$ cat src/mdll_pkg.sv
`default_nettype none

package mdll_pkg;

  // ------------------------------
  // filter datapath widths
  // ------------------------------

  // thermometer bandwidth code, one bit per switched cap
  localparam int N_DAC_BW = 7;
  localparam int N_DAC    = 10;
  // fraction bits carried in the IIR state
  localparam int N_FRAC   = 8;
  localparam int N_STATE  = N_DAC + N_FRAC;
  localparam int N_ALPHA  = 8;
  // ones count of the bandwidth code, 0..N_DAC_BW
  localparam int N_BW_CNT = $clog2(N_DAC_BW + 1);

  typedef logic [N_DAC-1:0]    dac_code_t;
  typedef logic [N_DAC_BW-1:0] bw_thm_t;
  typedef logic [N_BW_CNT-1:0] bw_cnt_t;
  // coefficient as a fraction of 2**N_ALPHA
  typedef logic [N_ALPHA-1:0]  alpha_t;
  // 10.8 unsigned fixed point
  typedef logic [N_STATE-1:0]  filt_state_t;

  // top code of the DAC
  localparam dac_code_t   DAC_MAX  = '1;
  // half an LSB of the output code, for round to nearest
  localparam filt_state_t RND_HALF = filt_state_t'(1 << (N_FRAC - 1));

  // smoothing coefficient per ones count
  // more caps on the supply node -> slower node -> smaller alpha
  localparam alpha_t ALPHA_LUT [2**N_BW_CNT] = '{
    8'd128, 8'd96, 8'd72, 8'd54, 8'd40, 8'd30, 8'd22, 8'd16
  };

  // ------------------------------
  // AXI4-Lite config bus
  // ------------------------------

  localparam int AXI_ADDR_W = 4;
  localparam int AXI_DATA_W = 32;
  localparam int AXI_STRB_W = AXI_DATA_W / 8;

  typedef logic [AXI_ADDR_W-1:0] axi_addr_t;
  typedef logic [AXI_DATA_W-1:0] axi_data_t;
  typedef logic [1:0]            axi_resp_t;

  localparam axi_resp_t RESP_OKAY   = 2'b00;
  localparam axi_resp_t RESP_SLVERR = 2'b10;

  // register map
  localparam axi_addr_t REG_CTRL   = 4'h0;  // bit 0 enable
  localparam axi_addr_t REG_BW     = 4'h4;  // bits 6..0 thermometer code
  localparam axi_addr_t REG_STATUS = 4'h8;  // bit 0 sticky bad code, w1c
  localparam axi_addr_t REG_VOUT   = 4'hc;  // last output code, read only

  // bus FSM, one transaction in flight
  typedef enum logic [1:0] {
    AXI_IDLE,
    AXI_RESP,
    AXI_RDATA
  } axi_state_e;

endpackage

`default_nettype wire
$ cat src/mdll_supply_dac_filter.sv
`default_nettype none

module mdll_supply_dac_filter (
  input  wire                            iir_clk,
  input  wire                            rst_n,
  // config bus
  input  mdll_pkg::axi_addr_t            awaddr,
  input  wire                            awvalid,
  output logic                           awready,
  input  mdll_pkg::axi_data_t            wdata,
  input  wire [mdll_pkg::AXI_STRB_W-1:0] wstrb,
  input  wire                            wvalid,
  output logic                           wready,
  output mdll_pkg::axi_resp_t            bresp,
  output logic                           bvalid,
  input  wire                            bready,
  input  mdll_pkg::axi_addr_t            araddr,
  input  wire                            arvalid,
  output logic                           arready,
  output mdll_pkg::axi_data_t            rdata,
  output mdll_pkg::axi_resp_t            rresp,
  output logic                           rvalid,
  input  wire                            rready,
  // supply code stream
  input  mdll_pkg::dac_code_t            vin_code,
  input  wire                            vin_valid,
  output mdll_pkg::dac_code_t            vout_code,
  output logic                           vout_valid
);

  import mdll_pkg::*;

  logic        enable;
  bw_thm_t     bw_thm;
  alpha_t      alpha;
  logic        bad_thm;
  filt_state_t state;
  logic        state_valid;

  // ------------------------------
  // input side
  // ------------------------------

  mdll_filter_regs mdll_filter_regs_i (
    .iir_clk   (iir_clk),
    .rst_n     (rst_n),
    .awaddr    (awaddr),
    .awvalid   (awvalid),
    .awready   (awready),
    .wdata     (wdata),
    .wstrb     (wstrb),
    .wvalid    (wvalid),
    .wready    (wready),
    .bresp     (bresp),
    .bvalid    (bvalid),
    .bready    (bready),
    .araddr    (araddr),
    .arvalid   (arvalid),
    .arready   (arready),
    .rdata     (rdata),
    .rresp     (rresp),
    .rvalid    (rvalid),
    .rready    (rready),
    .enable    (enable),
    .bw_thm    (bw_thm),
    .bad_thm   (bad_thm),
    .vout_code (vout_code)
  );

  // ------------------------------
  // processing
  // ------------------------------

  mdll_bw_decode mdll_bw_decode_i (
    .bw_thm  (bw_thm),
    .alpha   (alpha),
    .bad_thm (bad_thm)
  );

  mdll_iir_core mdll_iir_core_i (
    .iir_clk     (iir_clk),
    .rst_n       (rst_n),
    .enable      (enable),
    .alpha       (alpha),
    .vin_code    (vin_code),
    .vin_valid   (vin_valid),
    .state       (state),
    .state_valid (state_valid)
  );

  // ------------------------------
  // output side
  // ------------------------------

  mdll_dac_output mdll_dac_output_i (
    .iir_clk     (iir_clk),
    .rst_n       (rst_n),
    .state       (state),
    .state_valid (state_valid),
    .vout_code   (vout_code),
    .vout_valid  (vout_valid)
  );

endmodule

`default_nettype wire

$ cat src/mdll_dac_output.sv
`default_nettype none

module mdll_dac_output (
  input  wire                   iir_clk,
  input  wire                   rst_n,
  input  mdll_pkg::filt_state_t state,
  input  wire                   state_valid,
  output mdll_pkg::dac_code_t   vout_code,
  output logic                  vout_valid
);

  import mdll_pkg::*;

  // state plus half an LSB, with carry bit
  logic [N_STATE:0] rnd;
  dac_code_t        code_sat;

  // ------------------------------
  // round and clamp
  // ------------------------------

  assign rnd = {1'b0, state} + {1'b0, RND_HALF};

  // carry out means the rounded code passed the top of the DAC
  assign code_sat = rnd[N_STATE] ? DAC_MAX : rnd[N_STATE-1:N_FRAC];

  // ------------------------------
  // output register
  // ------------------------------

  // code is read back over the bus, so it starts from a known value
  always_ff @(posedge iir_clk or negedge rst_n) begin
    if (!rst_n) begin
      vout_code  <= '0;
      vout_valid <= 1'b0;
    end else begin
      vout_valid <= state_valid;
      // hold between strobes
      if (state_valid) begin
        vout_code <= code_sat;
      end
    end
  end

endmodule

`default_nettype wire

$ cat src/mdll_iir_core.sv
`default_nettype none

module mdll_iir_core (
  input  wire                   iir_clk,
  input  wire                   rst_n,
  input  wire                   enable,
  input  mdll_pkg::alpha_t      alpha,
  input  mdll_pkg::dac_code_t   vin_code,
  input  wire                   vin_valid,
  output mdll_pkg::filt_state_t state,
  output logic                  state_valid
);

  import mdll_pkg::*;

  // first sample after enable sets the DC point
  logic                        primed;
  logic                        accept;
  filt_state_t                 target;
  // signed, one bit wider than the state
  logic signed [N_STATE:0]     err;
  logic signed [N_STATE+N_ALPHA+1:0] prod;
  // two spare bits to see any overflow
  logic signed [N_STATE+1:0]   delta;
  logic signed [N_STATE+1:0]   nxt;

  assign accept = enable && vin_valid;

  // ------------------------------
  // update arithmetic
  // ------------------------------

  // input code aligned to the 10.8 state
  assign target = {vin_code, {N_FRAC{1'b0}}};

  assign err  = $signed({1'b0, target}) - $signed({1'b0, state});
  assign prod = err * $signed({1'b0, alpha});

  // divide by 256, slice of a signed value floors toward -inf
  assign delta = prod[N_FRAC +: N_STATE + 2];
  assign nxt   = $signed({2'b00, state}) + delta;

  // ------------------------------
  // control
  // ------------------------------

  always_ff @(posedge iir_clk or negedge rst_n) begin
    if (!rst_n) begin
      primed      <= 1'b0;
      state_valid <= 1'b0;
    end else begin
      // one strobe per accepted sample
      state_valid <= accept;
      if (!enable) begin
        primed <= 1'b0;
      end else if (vin_valid) begin
        primed <= 1'b1;
      end
    end
  end

  // ------------------------------
  // state
  // ------------------------------

  always_ff @(posedge iir_clk) begin
    if (accept) begin
      if (!primed) begin
        // preload
        state <= target;
      end else begin
        state <= nxt[N_STATE-1:0];
      end
    end
    // disabled or no sample: hold
  end

  // with alpha at most one half the state moves toward the input,
  // so the 10 bit integer part never wraps
  a_no_ovf: assert property (@(posedge iir_clk) disable iff (!rst_n)
    (accept && primed) |-> (nxt[N_STATE+1:N_STATE] == 2'b00));

endmodule

`default_nettype wire

$ cat src/mdll_bw_decode.sv
`default_nettype none

module mdll_bw_decode (
  input  mdll_pkg::bw_thm_t bw_thm,
  output mdll_pkg::alpha_t  alpha,
  output logic              bad_thm
);

  import mdll_pkg::*;

  // number of switched-in caps
  bw_cnt_t ones_cnt;
  // clean thermometer code with the same ones count
  bw_thm_t thm_ref;

  // ------------------------------
  // cap count
  // ------------------------------

  always_comb begin
    ones_cnt = '0;
    for (int i = 0; i < N_DAC_BW; i++) begin
      ones_cnt = ones_cnt + bw_cnt_t'(bw_thm[i]);
    end
  end

  // cap count -> coefficient, stands in for R*C vs the update period
  assign alpha = ALPHA_LUT[ones_cnt];

  // ------------------------------
  // code check
  // ------------------------------

  // legal code is a run of ones from bit 0
  assign thm_ref = bw_thm_t'((1 << ones_cnt) - 1);

  // a gapped code still picks alpha by its ones count
  assign bad_thm = (thm_ref != bw_thm);

endmodule

`default_nettype wire

$ cat src/mdll_filter_regs.sv
`default_nettype none

module mdll_filter_regs (
  input  wire                          iir_clk,
  input  wire                          rst_n,
  // write address / data
  input  mdll_pkg::axi_addr_t          awaddr,
  input  wire                          awvalid,
  output logic                         awready,
  input  mdll_pkg::axi_data_t          wdata,
  input  wire [mdll_pkg::AXI_STRB_W-1:0] wstrb,
  input  wire                          wvalid,
  output logic                         wready,
  output mdll_pkg::axi_resp_t          bresp,
  output logic                         bvalid,
  input  wire                          bready,
  // read address / data
  input  mdll_pkg::axi_addr_t          araddr,
  input  wire                          arvalid,
  output logic                         arready,
  output mdll_pkg::axi_data_t          rdata,
  output mdll_pkg::axi_resp_t          rresp,
  output logic                         rvalid,
  input  wire                          rready,
  // filter side
  output logic                         enable,
  output mdll_pkg::bw_thm_t            bw_thm,
  input  wire                          bad_thm,
  input  mdll_pkg::dac_code_t          vout_code
);

  import mdll_pkg::*;

  axi_state_e axi_state;
  axi_resp_t  wr_resp;
  axi_resp_t  rd_resp;
  axi_data_t  rd_data;
  // high for one cycle after a bandwidth write lands
  logic       bw_upd;
  logic       bad_flag;

  // ------------------------------
  // address decode
  // ------------------------------

  // VOUT write is accepted and dropped
  always_comb begin
    case (awaddr)
      REG_CTRL, REG_BW, REG_STATUS, REG_VOUT: wr_resp = RESP_OKAY;
      default:                                wr_resp = RESP_SLVERR;
    endcase
  end

  always_comb begin
    rd_data = '0;
    rd_resp = RESP_OKAY;
    case (araddr)
      REG_CTRL:   rd_data[0]         = enable;
      REG_BW:     rd_data[N_DAC_BW-1:0] = bw_thm;
      REG_STATUS: rd_data[0]         = bad_flag;
      REG_VOUT:   rd_data[N_DAC-1:0] = vout_code;
      default:    rd_resp            = RESP_SLVERR;
    endcase
  end

  // ------------------------------
  // bus FSM and register bank
  // ------------------------------

  always_ff @(posedge iir_clk or negedge rst_n) begin
    if (!rst_n) begin
      axi_state <= AXI_IDLE;
      awready   <= 1'b0;
      wready    <= 1'b0;
      bvalid    <= 1'b0;
      bresp     <= RESP_OKAY;
      arready   <= 1'b0;
      rvalid    <= 1'b0;
      rresp     <= RESP_OKAY;
      rdata     <= '0;
      enable    <= 1'b0;
      bw_thm    <= '0;
      bw_upd    <= 1'b0;
      bad_flag  <= 1'b0;
    end else begin
      bw_upd <= 1'b0;
      // decoder output settles the cycle after the code lands
      if (bw_upd && bad_thm) begin
        bad_flag <= 1'b1;
      end
      case (axi_state)
        AXI_IDLE: begin
          if (awready) begin
            // write handshake edge, registers take the new value here
            awready   <= 1'b0;
            wready    <= 1'b0;
            bvalid    <= 1'b1;
            bresp     <= wr_resp;
            axi_state <= AXI_RESP;
            if (wstrb[0]) begin
              case (awaddr)
                REG_CTRL: enable <= wdata[0];
                REG_BW: begin
                  bw_thm <= wdata[N_DAC_BW-1:0];
                  bw_upd <= 1'b1;
                end
                REG_STATUS: begin
                  // write one to clear
                  if (wdata[0]) begin
                    bad_flag <= 1'b0;
                  end
                end
                default: ;
              endcase
            end
          end else if (arready) begin
            arready   <= 1'b0;
            rvalid    <= 1'b1;
            rdata     <= rd_data;
            rresp     <= rd_resp;
            axi_state <= AXI_RDATA;
          end else if (awvalid && wvalid) begin
            // write wins over a pending read
            awready <= 1'b1;
            wready  <= 1'b1;
          end else if (arvalid) begin
            arready <= 1'b1;
          end
        end
        AXI_RESP: begin
          // hold response until the master takes it
          if (bready) begin
            bvalid    <= 1'b0;
            axi_state <= AXI_IDLE;
          end
        end
        AXI_RDATA: begin
          if (rready) begin
            rvalid    <= 1'b0;
            axi_state <= AXI_IDLE;
          end
        end
        default: axi_state <= AXI_IDLE;
      endcase
    end
  end

  // ------------------------------
  // checks
  // ------------------------------

  // single outstanding transaction
  a_one_resp: assert property (@(posedge iir_clk) disable iff (!rst_n)
    !(bvalid && rvalid));

  // ready only offered to a master that holds both valids
  a_aw_hs: assert property (@(posedge iir_clk) disable iff (!rst_n)
    awready |-> (awvalid && wvalid));

endmodule

`default_nettype wire

$ cat config.mk
export PLATFORM = sky130hd
export DESIGN_NAME = mdll_supply_dac_filter
export DESIGN_NICKNAME = d
export VERILOG_FILES = /design/src/mdll_pkg.sv /design/src/mdll_supply_dac_filter.sv /design/src/mdll_dac_output.sv /design/src/mdll_iir_core.sv /design/src/mdll_bw_decode.sv /design/src/mdll_filter_regs.sv
export SDC_FILE = /design/constraint.sdc
export NUM_CORES = 1
export LEC_CHECK = 0
export ABC_AREA = 1
export BUFFER_PORTS_ARGS = -buffer_cell sky130_fd_sc_hd__buf_2
export CORE_MARGIN = 2
export CORE_UTILIZATION = 40
export CTS_CLUSTER_DIAMETER = 30
export CTS_CLUSTER_SIZE = 30
export DETAILED_ROUTE_END_ITERATION = 8
export PLACE_DENSITY = 0.56
export REMOVE_ABC_BUFFERS = 1
export SLEW_MARGIN = 0
export SYNTH_ARGS = -nofsm -noshare
export SYNTH_HDL_FRONTEND = slang
export SYNTH_SLANG_ARGS = --single-unit
$ cat constraint.sdc
create_clock -name iir_clk -period 9.9 [get_ports iir_clk]
set_input_delay 1.98 -clock iir_clk [delete_from_list [all_inputs] [get_ports iir_clk]]
set_output_delay 1.98 -clock iir_clk [all_outputs]
set_load 0.005 [all_outputs]
Yosys cells after proc, flatten, opt, wreduce, memory -nomap -nowiden
Memories as Yosys holds them, arrays and structs flattened.
Index checks and enable logic that the tools add are counted.
Widths: inputs -> output; s select.
{"block": "totals", "wordCells": 114, "ram_bits": 0, "romBits": 64, "output_inout_bits": 52, "n_memories": 1, "inputBits": 62, "ff_bits": 62, "latchBits": 0}
{"block": "classes", "muxes": 42, "n_reduce_logical": 20, "n_mul": 1, "addsub": 10, "order_cmp": 1, "bitwise_logic": 2, "shifts": 1, "n_div": 0, "n_eq_ne": 17}
{"name": "(name not given)", "words": 8, "word_bits": 8, "rd": 1, "rd_ports_with_merged_regs": 0, "wr": 0, "line": "mdll_bw_decode.sv:28", "source": "assign alpha = ALPHA_LUT[ones_cnt];"}
{"op": "$mul 19x9->26", "n": 1}
{"op": "$mux 1", "n": 26}
{"op": "$add 18x8->19 const B", "n": 1}
{"op": "$sub 18x18->19", "n": 1}
{"op": "$add 18x18->18", "n": 1}
{"op": "$mux 18", "n": 1}
{"op": "$eq 4x4->1 const B", "n": 4}
{"op": "$mux 8", "n": 2}
{"op": "$add 3x1->3", "n": 5}
{"op": "$mux 2", "n": 6}
{"op": "$pmux 6 s2", "n": 1}
{"op": "$reduce_and 3->1", "n": 4}
{"op": "$reduce_and 4->1", "n": 3}
{"op": "$mux 10", "n": 1}
{"op": "$eq 4x3->1 const B", "n": 2}
{"op": "$logic_not 4->1", "n": 2}
{"op": "$ne 2x2->1 const B", "n": 4}
{"op": "$reduce_or 4->1", "n": 2}
{"op": "$ne 7x7->1", "n": 1}
{"op": "$shl 1x3->7 const A", "n": 1}
{"op": "$sub 7x2->7 const B", "n": 1}
{"op": "$ne 2x1->1 const B", "n": 3}
{"op": "$pmux 2 s3", "n": 1}
{"op": "$reduce_bool 2->1", "n": 3}
{"op": "other kinds (13)", "n": 17}

Longest topological paths before layout
Gate-level depths: netlist of run 1.
{"block": "depth", "ltp_word": 16, "depth_mapped": 49}

Hierarchy
From an unflattened synthesis of run 1, not the netlist that was laid out.
{"block": "hier_totals", "cells_unflattened": 1470, "area_unflattened_um2": 10562.6}
{"module": "mdll_iir_core", "n_inst": 1, "cells_per_inst": 1093, "area_each_um2": 7791.2, "seq_area_each_um2": 590.6}
{"module": "mdll_filter_regs", "n_inst": 1, "cells_per_inst": 190, "area_each_um2": 1557.7, "seq_area_each_um2": 725.7}
{"module": "mdll_dac_output", "n_inst": 1, "cells_per_inst": 93, "area_each_um2": 673.1, "seq_area_each_um2": 275.3}
{"module": "mdll_bw_decode", "n_inst": 1, "cells_per_inst": 94, "area_each_um2": 540.5, "seq_area_each_um2": 0.0}

Worst setup path after synthesis of run 1
OpenSTA, ideal clock, no wires.
{"block": "synth_timing", "kind": "register to register", "from": "register mdll_filter_regs_i.bw_thm[1]", "to": "register mdll_iir_core_i.state[17] (data pin)", "path_stages_with_launch": 42, "path_buffers": 1, "setup_time_ns": 0.254, "arrival_time_ns": 7.812, "path_slack_ns": 1.835, "required_time_ns": 9.646, "cell_sequence": "dfrtp_1 ha_1 inv_1 fa_1 fa_1 inv_1 ha_1 inv_1 fa_1 inv_1 ha_1 nand2_1 o21ai_2 inv_1 clkbuf_1 nor2_1 fa_1 fa_1 [6 not listed] o21ai_0 inv_1 nand2_1 a21oi_1 o21ai_1 xor2_1 ha_1 nand2_1 inv_1 nand2_1 nor3_1 nand3_1 nand3_1 nand3_1 nand2_1 nand2_1 nand3_1 nand2_1"}
{"block": "synth_between", "elab_chain_cells": 13}
{"element": "from (decl)", "line": "mdll_filter_regs.sv:27", "source": "output mdll_pkg::bw_thm_t bw_thm,"}
{"element": "from (signal assigned)", "line": "mdll_filter_regs.sv:104", "source": "bw_thm <= wdata[N_DAC_BW-1:0];"}
{"element": "$add 1x1->2", "line": "mdll_bw_decode.sv:23", "source": "ones_cnt = ones_cnt + bw_cnt_t'(bw_thm[i]);"}
{"element": "$add 3x1->3 (5 in a row)", "line": "mdll_bw_decode.sv:23"}
{"element": "$not 3->4 (not written as such)", "line": "mdll_bw_decode.sv:28"}
{"element": "$mem_v2 8x8"}
{"element": "$mux 8 (not written as such) (2 in a row)", "line": "mdll_bw_decode.sv:28"}
{"element": "$mul 19x9->26", "line": "mdll_iir_core.sv:37", "source": "assign prod = err * $signed({1'b0, alpha});"}
{"element": "$add 18x18->18", "line": "mdll_iir_core.sv:41", "source": "assign nxt = $signed({2'b00, state}) + delta;"}
{"element": "$mux 18", "line": "mdll_iir_core.sv:68", "source": "if (!primed) begin"}
{"element": "to (signal assigned)", "line": "mdll_iir_core.sv:70", "source": "state <= target;"}
{"element": "to (signal assigned)", "line": "mdll_iir_core.sv:72", "source": "state <= nxt[N_STATE-1:0];"}
{"element": "to (decl)", "line": "mdll_iir_core.sv:10", "source": "output mdll_pkg::filt_state_t state,"}
Every way passes these cells. The select of a mux whose other input is x is not followed.
A chain may end at the register's enable or synchronous reset.

Final worst setup path of run 1
Ends and elaborated chain as after synthesis.

==> results of run 1 <==
-- kinds of logic (layout without fill, tap and decap cells) --
logic type                 Yosys count  in the layout  synth area share, %
xor gates and xnor gates            40             40                 3.79
buffers and inverters              330            375                 14.0
other                                1             24               0.0389
and+or+nand+nor                    535            535                 23.3
muxes                                1              1                0.117
adders and majority gates          200            200                 33.2
DFF                                 60             60                 16.5
AOI/OAI and AO/OA                  151            151                 9.06
-- flip-flops by register name, summed over array words and instances (netlist names), 2 cells and up --
signal / flops
mdll_dac_output_i.vout_code: 10
mdll_filter_regs_i.rdata: 10
mdll_filter_regs_i.axi_state: 2
mdll_filter_regs_i.bw_thm: 7
mdll_iir_core_i.state: 18
-- metal layers --
| layer | share of wire (%) | global-route usage, % |
|---|---|---|
| met1 | 49 | 29.6 |
| met2 | 45 | 32.7 |
| met3 | 4.1 | 3.52 |
| met4 | 2.4 | 5.99 |
| met5 | 0 | 0 |
-- stage by stage --
| step | setup WS, ns | instance area, sq um | hold slack (ns) | std cells | utilization (%) |
|---|---|---|---|---|---|
| after detailed placement | 0.606 | 10200 | 0.466 | 1689 | 43.4 |
| after floorplan | 1.62 | 9480 | 0.452 | 1303 | - |
| final | 0.746 | 10600 | 0.476 | 1705 | 44.8 |
| after CTS | 0.557 | 10500 | 0.482 | 1705 | 44.8 |
| after global placement | 0.671 | 10200 | 0.463 | 1689 | 43.4 |
| after global routing | 0.0306 | 10600 | 0.501 | 1705 | 44.8 |
-- layout make-up --
class / count / area [sq um] / area share [%]
clock buffers: 10 / 250 / 2.37
clock inverters: 6 / 70.1 / 0.664
inverters: 292 / 1100 / 10.4
multi-input cells: 951 / 6800 / 64.4
flip-flops and latches: 60 / 1590 / 15.1
well taps: 319 / 399 / 3.78
repair buffers: 67 / 350 / 3.32
-- cells in the final DEF, fill, tap and decap left out, drive strengths merged --
cell type and count:
a21boi 1, a21o 6, a21oi 61, a22oi 8, a31o 1, a31oi 4, buf 67, bufinv 1
clkbuf 10, clkinv 5, clkinvlp 1, conb 24, dfrtp 42, edfxtp 18, fa 93, ha 107
inv 291, mux2 1, nand2 261, nand3 65, nand3b 4, nand4 9, nor2 165, nor3 18
nor4 4, o211ai 2, o21a 4, o21ai 51, o21bai 4, o221ai 1, o31ai 8, or2 9
xnor2 14, xor2 26
-- worst max-delay path: cells and delay by family, from the launching register on --
kind	cells	cell delay [ns]
AO/OA/AOI/OAI	1	0.28
XOR/XNOR	1	0.35
adder cells (fa/ha/maj)	12	4.68
buffers and inverters	9	0.82
flip-flops	1	0.44
AND/OR/NAND/NOR	14	2.34
-- worst min-delay path by stage --
stage,startpoint,to,slack [ns]
final,mdll_filter_regs_i.bresp[1]$_DFFE_PN0P_,mdll_filter_regs_i.bresp[1]$_DFFE_PN0P_,0.48
after global placement,mdll_filter_regs_i.rdata[0]$_DFFE_PN0P_,mdll_filter_regs_i.rdata[0]$_DFFE_PN0P_,0.46
after floorplan,mdll_filter_regs_i.axi_state[0]$_DFFE_PN0P_,mdll_filter_regs_i.axi_state[1]$_DFFE_PN0P_,0.45
after global routing,mdll_filter_regs_i.rdata[0]$_DFFE_PN0P_,mdll_filter_regs_i.rdata[0]$_DFFE_PN0P_,0.50
after detailed placement,mdll_filter_regs_i.rdata[0]$_DFFE_PN0P_,mdll_filter_regs_i.rdata[0]$_DFFE_PN0P_,0.47
after CTS,mdll_filter_regs_i.rdata[0]$_DFFE_PN0P_,mdll_filter_regs_i.rdata[0]$_DFFE_PN0P_,0.48
==> metrics.md, run 1 <==
| Metric | Value |
|---|---|
| Run status | finished clean |
| Latest clock arrival within the worst-skew pair | 0.35 ns |
| Crit path required time | 10.00 ns |
| DR vias/cell | 4.86 |
| Total core area | 23500 sq um |
| Part of the cycle the worst path needs | 92.5% |
| Number of gates resized after CTS | 0 |
| Netlist Area Pre-Place | 9640 sq um |
| FFs w/ async S/R, synth | 70.0% |
| Number of buffers inserted to repair setup after CTS | 0 |
| Critical path peak fanout | 9 |
| Setup repair after global routing missed its margin | false |
| Final count of negative-setup-slack endpoints | 0 |
| Most prevalent standard cell on the critical path | inv_1 |
| Worst setup skew after layout | 0.0111 ns |
| Die Span Y | 159 microns |
| Remaining global-route overflow | 0 |
| Wire length after detailed routing | 25200 microns |
| Overall Global Routing Usage | 20.8% |
| Area delta synth->final | 9.49% |
| Slowest stage delay, CP | 0.56 ns |
| HPWL after DPL | 21500 microns |
| Number of maximum-capacitance constraint violations | 0 |
| Share of Yosys cell area claimed by the top area cell type | 19.3% |
| Syn avg cell area | 7.32 sq um |
| Achievable Freq | 109 MHz |
| Wire length of the first global-routing pass | 42600 microns |
| Number of cells produced by synthesis | 1318 |
| Count of buffers inserted at the top-level ports | 61 |
| Floorplan die area | 25400 sq um |
| H-tree level count | 3 |
| Clock buffer depth | 2 |
| Yosys cell types | 49 |
| Worst path arrival time | 9.26 ns |
| Row count | 56 |
| Number of global-route vias before repair | 8450 |
| Layout cells sized above 1 | 8.73% |
| Max-slew headroom at the worst pin | 33.4% |
| # fillers | 2516 |
| Starting density of the core | 41.0% |
| CTS sink cnt | 60 |
| Cell taking the most area after synthesis | fa_1 |
| Pre-antenna DRT Iters | 5 |
| Worst Max-Slew Pin Slew | 0.999 ns |
| Setup slack of the most critical reg-to-reg path | 0.75 ns |
| Inserted Clock Buffers | 9 |
| Horizontal die dimension | 159 microns |
| Ys flop type | dfrtp_1 |
| Antenna violations before repair | 0 |
| End of the worst register-to-register path | mdll_iir_core_i.state[17]$_DFFE_PP_ |
| Element type at the critical path end | flop |
| Final max-slew violation count | 0 |
| Diodes inserted | 0 |
| Share of the yosys chip area belonging to registers | 16.5% |
| GP Congestion | 0.898 |
| Worst setup path startpoint | mdll_filter_regs_i.bw_thm[1]$_DFFE_PN0P_ |
| I/O pin count | 114 |
| Worst setup path endpoint | mdll_iir_core_i.state[17]$_DFFE_PP_ |
| Reg2reg path depth | 37 |
| Routed via count | 8287 |
| Reg2Reg Launch Point | mdll_filter_regs_i.bw_thm[1]$_DFFE_PN0P_ |
| Clock Pin Slew Worst Setup and Hold Paths | 0.06 ns |
| Kind of start point of the critical path | flop |
| Commonest cells post-synth | 285 x inv_1, 256 x nand2_1, 159 x nor2_1 |
| EDFF count, synth | 18 |
| Routed wire length per instance | 14.8 microns |
| Root buffer cell | clkbuf_16 |
| Antenna Violating Nets Remaining | 0 |
| Cts-stage hold buffer count | 0 |
| Number of cells traversed by the worst hold path | 2 |
| Number of warning messages in the yosys log | 0 |
| Path category of the worst min-delay check | flop to flop |
| Violation count after the first detailed-routing iteration | 509 |
| Count of endpoints failing hold in the final timing report | 0 |
| Number of synthesized register bits | 60 |
| Setup TNS | 0 ns |
| Top area cells in the synthesized netlist | fa_1 19%, ha_1 14%, inv_1 11%, dfrtp_1 11%, nand2_1 10% |
| Net count, final | 1643 |
| Dominant cell by count in the synthesized netlist | inv_1 |
| Post-route DRC | 0 |
| TritonCTS clock tree | done |
| Slowest library cell on the worst path | fa_1 |
| Class of the most critical setup path | flop to flop |
| Clock period minus worst slack | 9.15 ns |
| Largest net degree at the start of global routing | 43 |
Power of run 1 is not shown: default switching activity piles up to over one toggle a cycle in this logic, so the estimate is an artifact.
==> inputs of run 2 (changes only) <==
- CORE_ASPECT_RATIO: unset -> 0.8
==> metrics.md, run 2 (synthesis results as in run 1) <==
| Metric | Value |
|---|---|
| I/O pin count | 114 (unchanged) |
| CTS sink cnt | 60 (unchanged) |
| Setup slack of the most critical reg-to-reg path | 0.72 ns (-0.02 ns) |
| Register ranked first by flip-flop count | mdll_iir_core_i.state |
| Sequential standard cell area | 1590 sq um (unchanged) |
| # fillers | 2461 (-2.2%) |
| Routed via count | 8360 (+0.88%) |
| Wire length of the first global-routing pass | 41200 microns (-3.1%) |
| Antenna Violating Nets Remaining | 0 (unchanged) |
| Remaining global-route overflow | 0 (unchanged) |
| Area delta synth->final | 9.06% |
| Cts-stage hold buffer count | 0 (unchanged) |
| Slowest library cell on the worst path | fa_1 |
| Largest net degree at the start of global routing | 43 (unchanged) |
| Count of buffers inserted at the top-level ports | 61 (unchanged) |
| Worst path arrival time | 9.27 ns (about the same) |
| Routed wire length per instance | 14.8 microns (+0.30%) |
| DR vias/cell | 4.92 (+1.2%) |
| Worst min-delay path endpoint | mdll_filter_regs_i.bresp[1]$_DFFE_PN0P_ |
| Reg2Reg Launch Point | mdll_filter_regs_i.bw_thm[1]$_DFFE_PN0P_ |
| Floorplan die area | 25400 sq um (about the same) |
| Most frequent standard cell in the layout excluding fill and tap cells | inv_1 |
| Number of maximum-capacitance constraint violations | 0 (unchanged) |
| Setup repair after global routing missed its margin | false |
| Post-place setup slack | 0.673 ns (+0.0669 ns) |
| H-tree level count | 3 (unchanged) |
| Number of cells traversed by the worst hold path | 2 (unchanged) |
| TritonCTS clock tree | done |
| Post-route DRC | 0 (unchanged) |
| Overall Global Routing Usage | 20.9% (+0.043 points) |
| Layout cells sized above 1 | 8.65% (-0.078 points) |
| Clock period minus worst slack | 9.18 ns (+0.0249 ns) |
| Number of global-route vias before repair | 7971 (-5.7%) |
| GP Congestion | 0.903 (+0.51%) |
| Part of the cycle the worst path needs | 92.7% (+0.25 points) |
| Pre-antenna DRT Iters | 5 (unchanged) |
| Number of flip-flops in the largest register | 18 (unchanged) |
| Final max-slew violation count | 0 (unchanged) |
| Achievable Freq | 109 MHz (-0.27%) |
| Die Span Y | 143 microns (-10%) |
| Run status | finished clean |
| Crit path required time | 9.99 ns (about the same) |
| Reg2reg path depth | 43 (+16%) |
| Multi-input combinational cell area | 6790 sq um (about the same) |
| Element type at the critical path end | flop |
| Min-Delay Startpoint | mdll_filter_regs_i.bresp[1]$_DFFE_PN0P_ |
| Worst setup skew after layout | 0.0128 ns (+0.00167 ns) |
| End of the worst register-to-register path | mdll_iir_core_i.state[17]$_DFFE_PP_ |
| Net count, final | 1644 (+0.061%) |
| Leading registers by flop count | mdll_iir_core_i.state x18, mdll_dac_output_i.vout_code x10, mdll_filter_regs_i.rdata x10 |
| Final count of negative-setup-slack endpoints | 0 (unchanged) |
| Inserted Clock Buffers | 9 (unchanged) |
| Violation count after the first detailed-routing iteration | 538 (+5.7%) |
| Slowest stage delay, CP | 0.56 ns (about the same) |
| Most frequent cells in the layout | 285 x inv_1, 256 x nand2_1, 159 x nor2_1 |
| Latest clock arrival within the worst-skew pair | 0.35 ns (about the same) |
| Max-slew headroom at the worst pin | 37.7% (+4.3 points) |
| Utilization of the core after routing | 44.7% (-0.14 points) |
| Most prevalent standard cell on the critical path | nand2_1 |
| Count of endpoints failing hold in the final timing report | 0 (unchanged) |
| Kind of start point of the critical path | flop |
| Tightest hold margin | 0.487 ns (+0.0106 ns) |
| Final Worst Setup Slack | 0.721 ns (-0.0249 ns) |
| Path category of the worst min-delay check | flop to flop |
| Setup TNS | 0 ns (unchanged) |
| Diodes inserted | 0 (unchanged) |
| Class of the most critical setup path | flop to flop |
| Clock Pin Slew Worst Setup and Hold Paths | 0.06 ns (about the same) |
| Wire length after detailed routing | 25200 microns (about the same) |
| Row count | 50 (-11%) |
| Starting density of the core | 41.0% (about the same) |
| Horizontal die dimension | 178 microns (+12%) |
| Number of buffers inserted to repair setup after CTS | 0 (unchanged) |
| Clock buffer depth | 2 (unchanged) |
| Antenna violations before repair | 0 (unchanged) |
| HPWL after DPL | 21600 microns (+0.33%) |
| Total core area | 23500 sq um (about the same) |
| Root buffer cell | clkbuf_16 |
| Critical path peak fanout | 9 (unchanged) |
| Worst Max-Slew Pin Slew | 0.935 ns (-0.0647 ns) |
-- run 2: final cells by class --
type,instances,area share [%]
clock inverter,7,0.559
timing repair buffer,68,3.40
multi-input combinational,951,64.6
sequential,60,15.1
inverter,292,10.5
clock buffer,9,2.14
tap,312,3.71
-- run 2: how the worst max path moves through the flow --
| stage | end | startpoint | slack [ns] |
|---|---|---|---|
| after floorplan | mdll_iir_core_i.state[17]$_DFFE_PP_ | mdll_filter_regs_i.bw_thm[1]$_DFFE_PN0P_ | 1.62 |
| after global placement | mdll_iir_core_i.state[17]$_DFFE_PP_ | mdll_filter_regs_i.bw_thm[1]$_DFFE_PN0P_ | 0.74 |
| after detailed placement | mdll_iir_core_i.state[17]$_DFFE_PP_ | mdll_filter_regs_i.bw_thm[1]$_DFFE_PN0P_ | 0.67 |
| after CTS | mdll_iir_core_i.state[17]$_DFFE_PP_ | mdll_filter_regs_i.bw_thm[1]$_DFFE_PN0P_ | 0.63 |
| after global routing | mdll_iir_core_i.state[17]$_DFFE_PP_ | mdll_filter_regs_i.bw_thm[1]$_DFFE_PN0P_ | 0.03 |
| final | mdll_iir_core_i.state[17]$_DFFE_PP_ | mdll_filter_regs_i.bw_thm[1]$_DFFE_PN0P_ | 0.72 |
-- run 2: per-stage QoR --
step           instances  cell area (sq um)
4_1_cts             1699              10500
5_1_grt             1699              10500
6_report            1699              10500
3_5_place_dp        1683              10200
2_1_floorplan       1303               9480
3_3_place_gp        1683              10200
-- run 2: worst max-delay path: cells and delay by family (launching register included) --
family / cells / cell delay [ns]
flip-flops: 1 / 0.45
AND/OR/NAND/NOR: 18 / 1.90
adder cells (fa/ha/maj): 12 / 4.86
XOR/XNOR: 1 / 0.25
buffers and inverters: 9 / 0.79
AO/OA/AOI/OAI: 3 / 0.70
-- run 2: what timing repair did --
item	CTS	global route
resized for setup	0	1
setup endpoints to repair	0	2
endpoints found under the hold margin	0	0
-- run 2: metal layers --
metal	wire (microns)	vias up	GRT usage, %
met5	0	-	0
met4	221	0	3.62
met1	13600	3973	33.9
met3	1390	18	2.93
li1	-	4172	-
met2	9970	197	29.0
Power of run 2 is left out for the same reason.
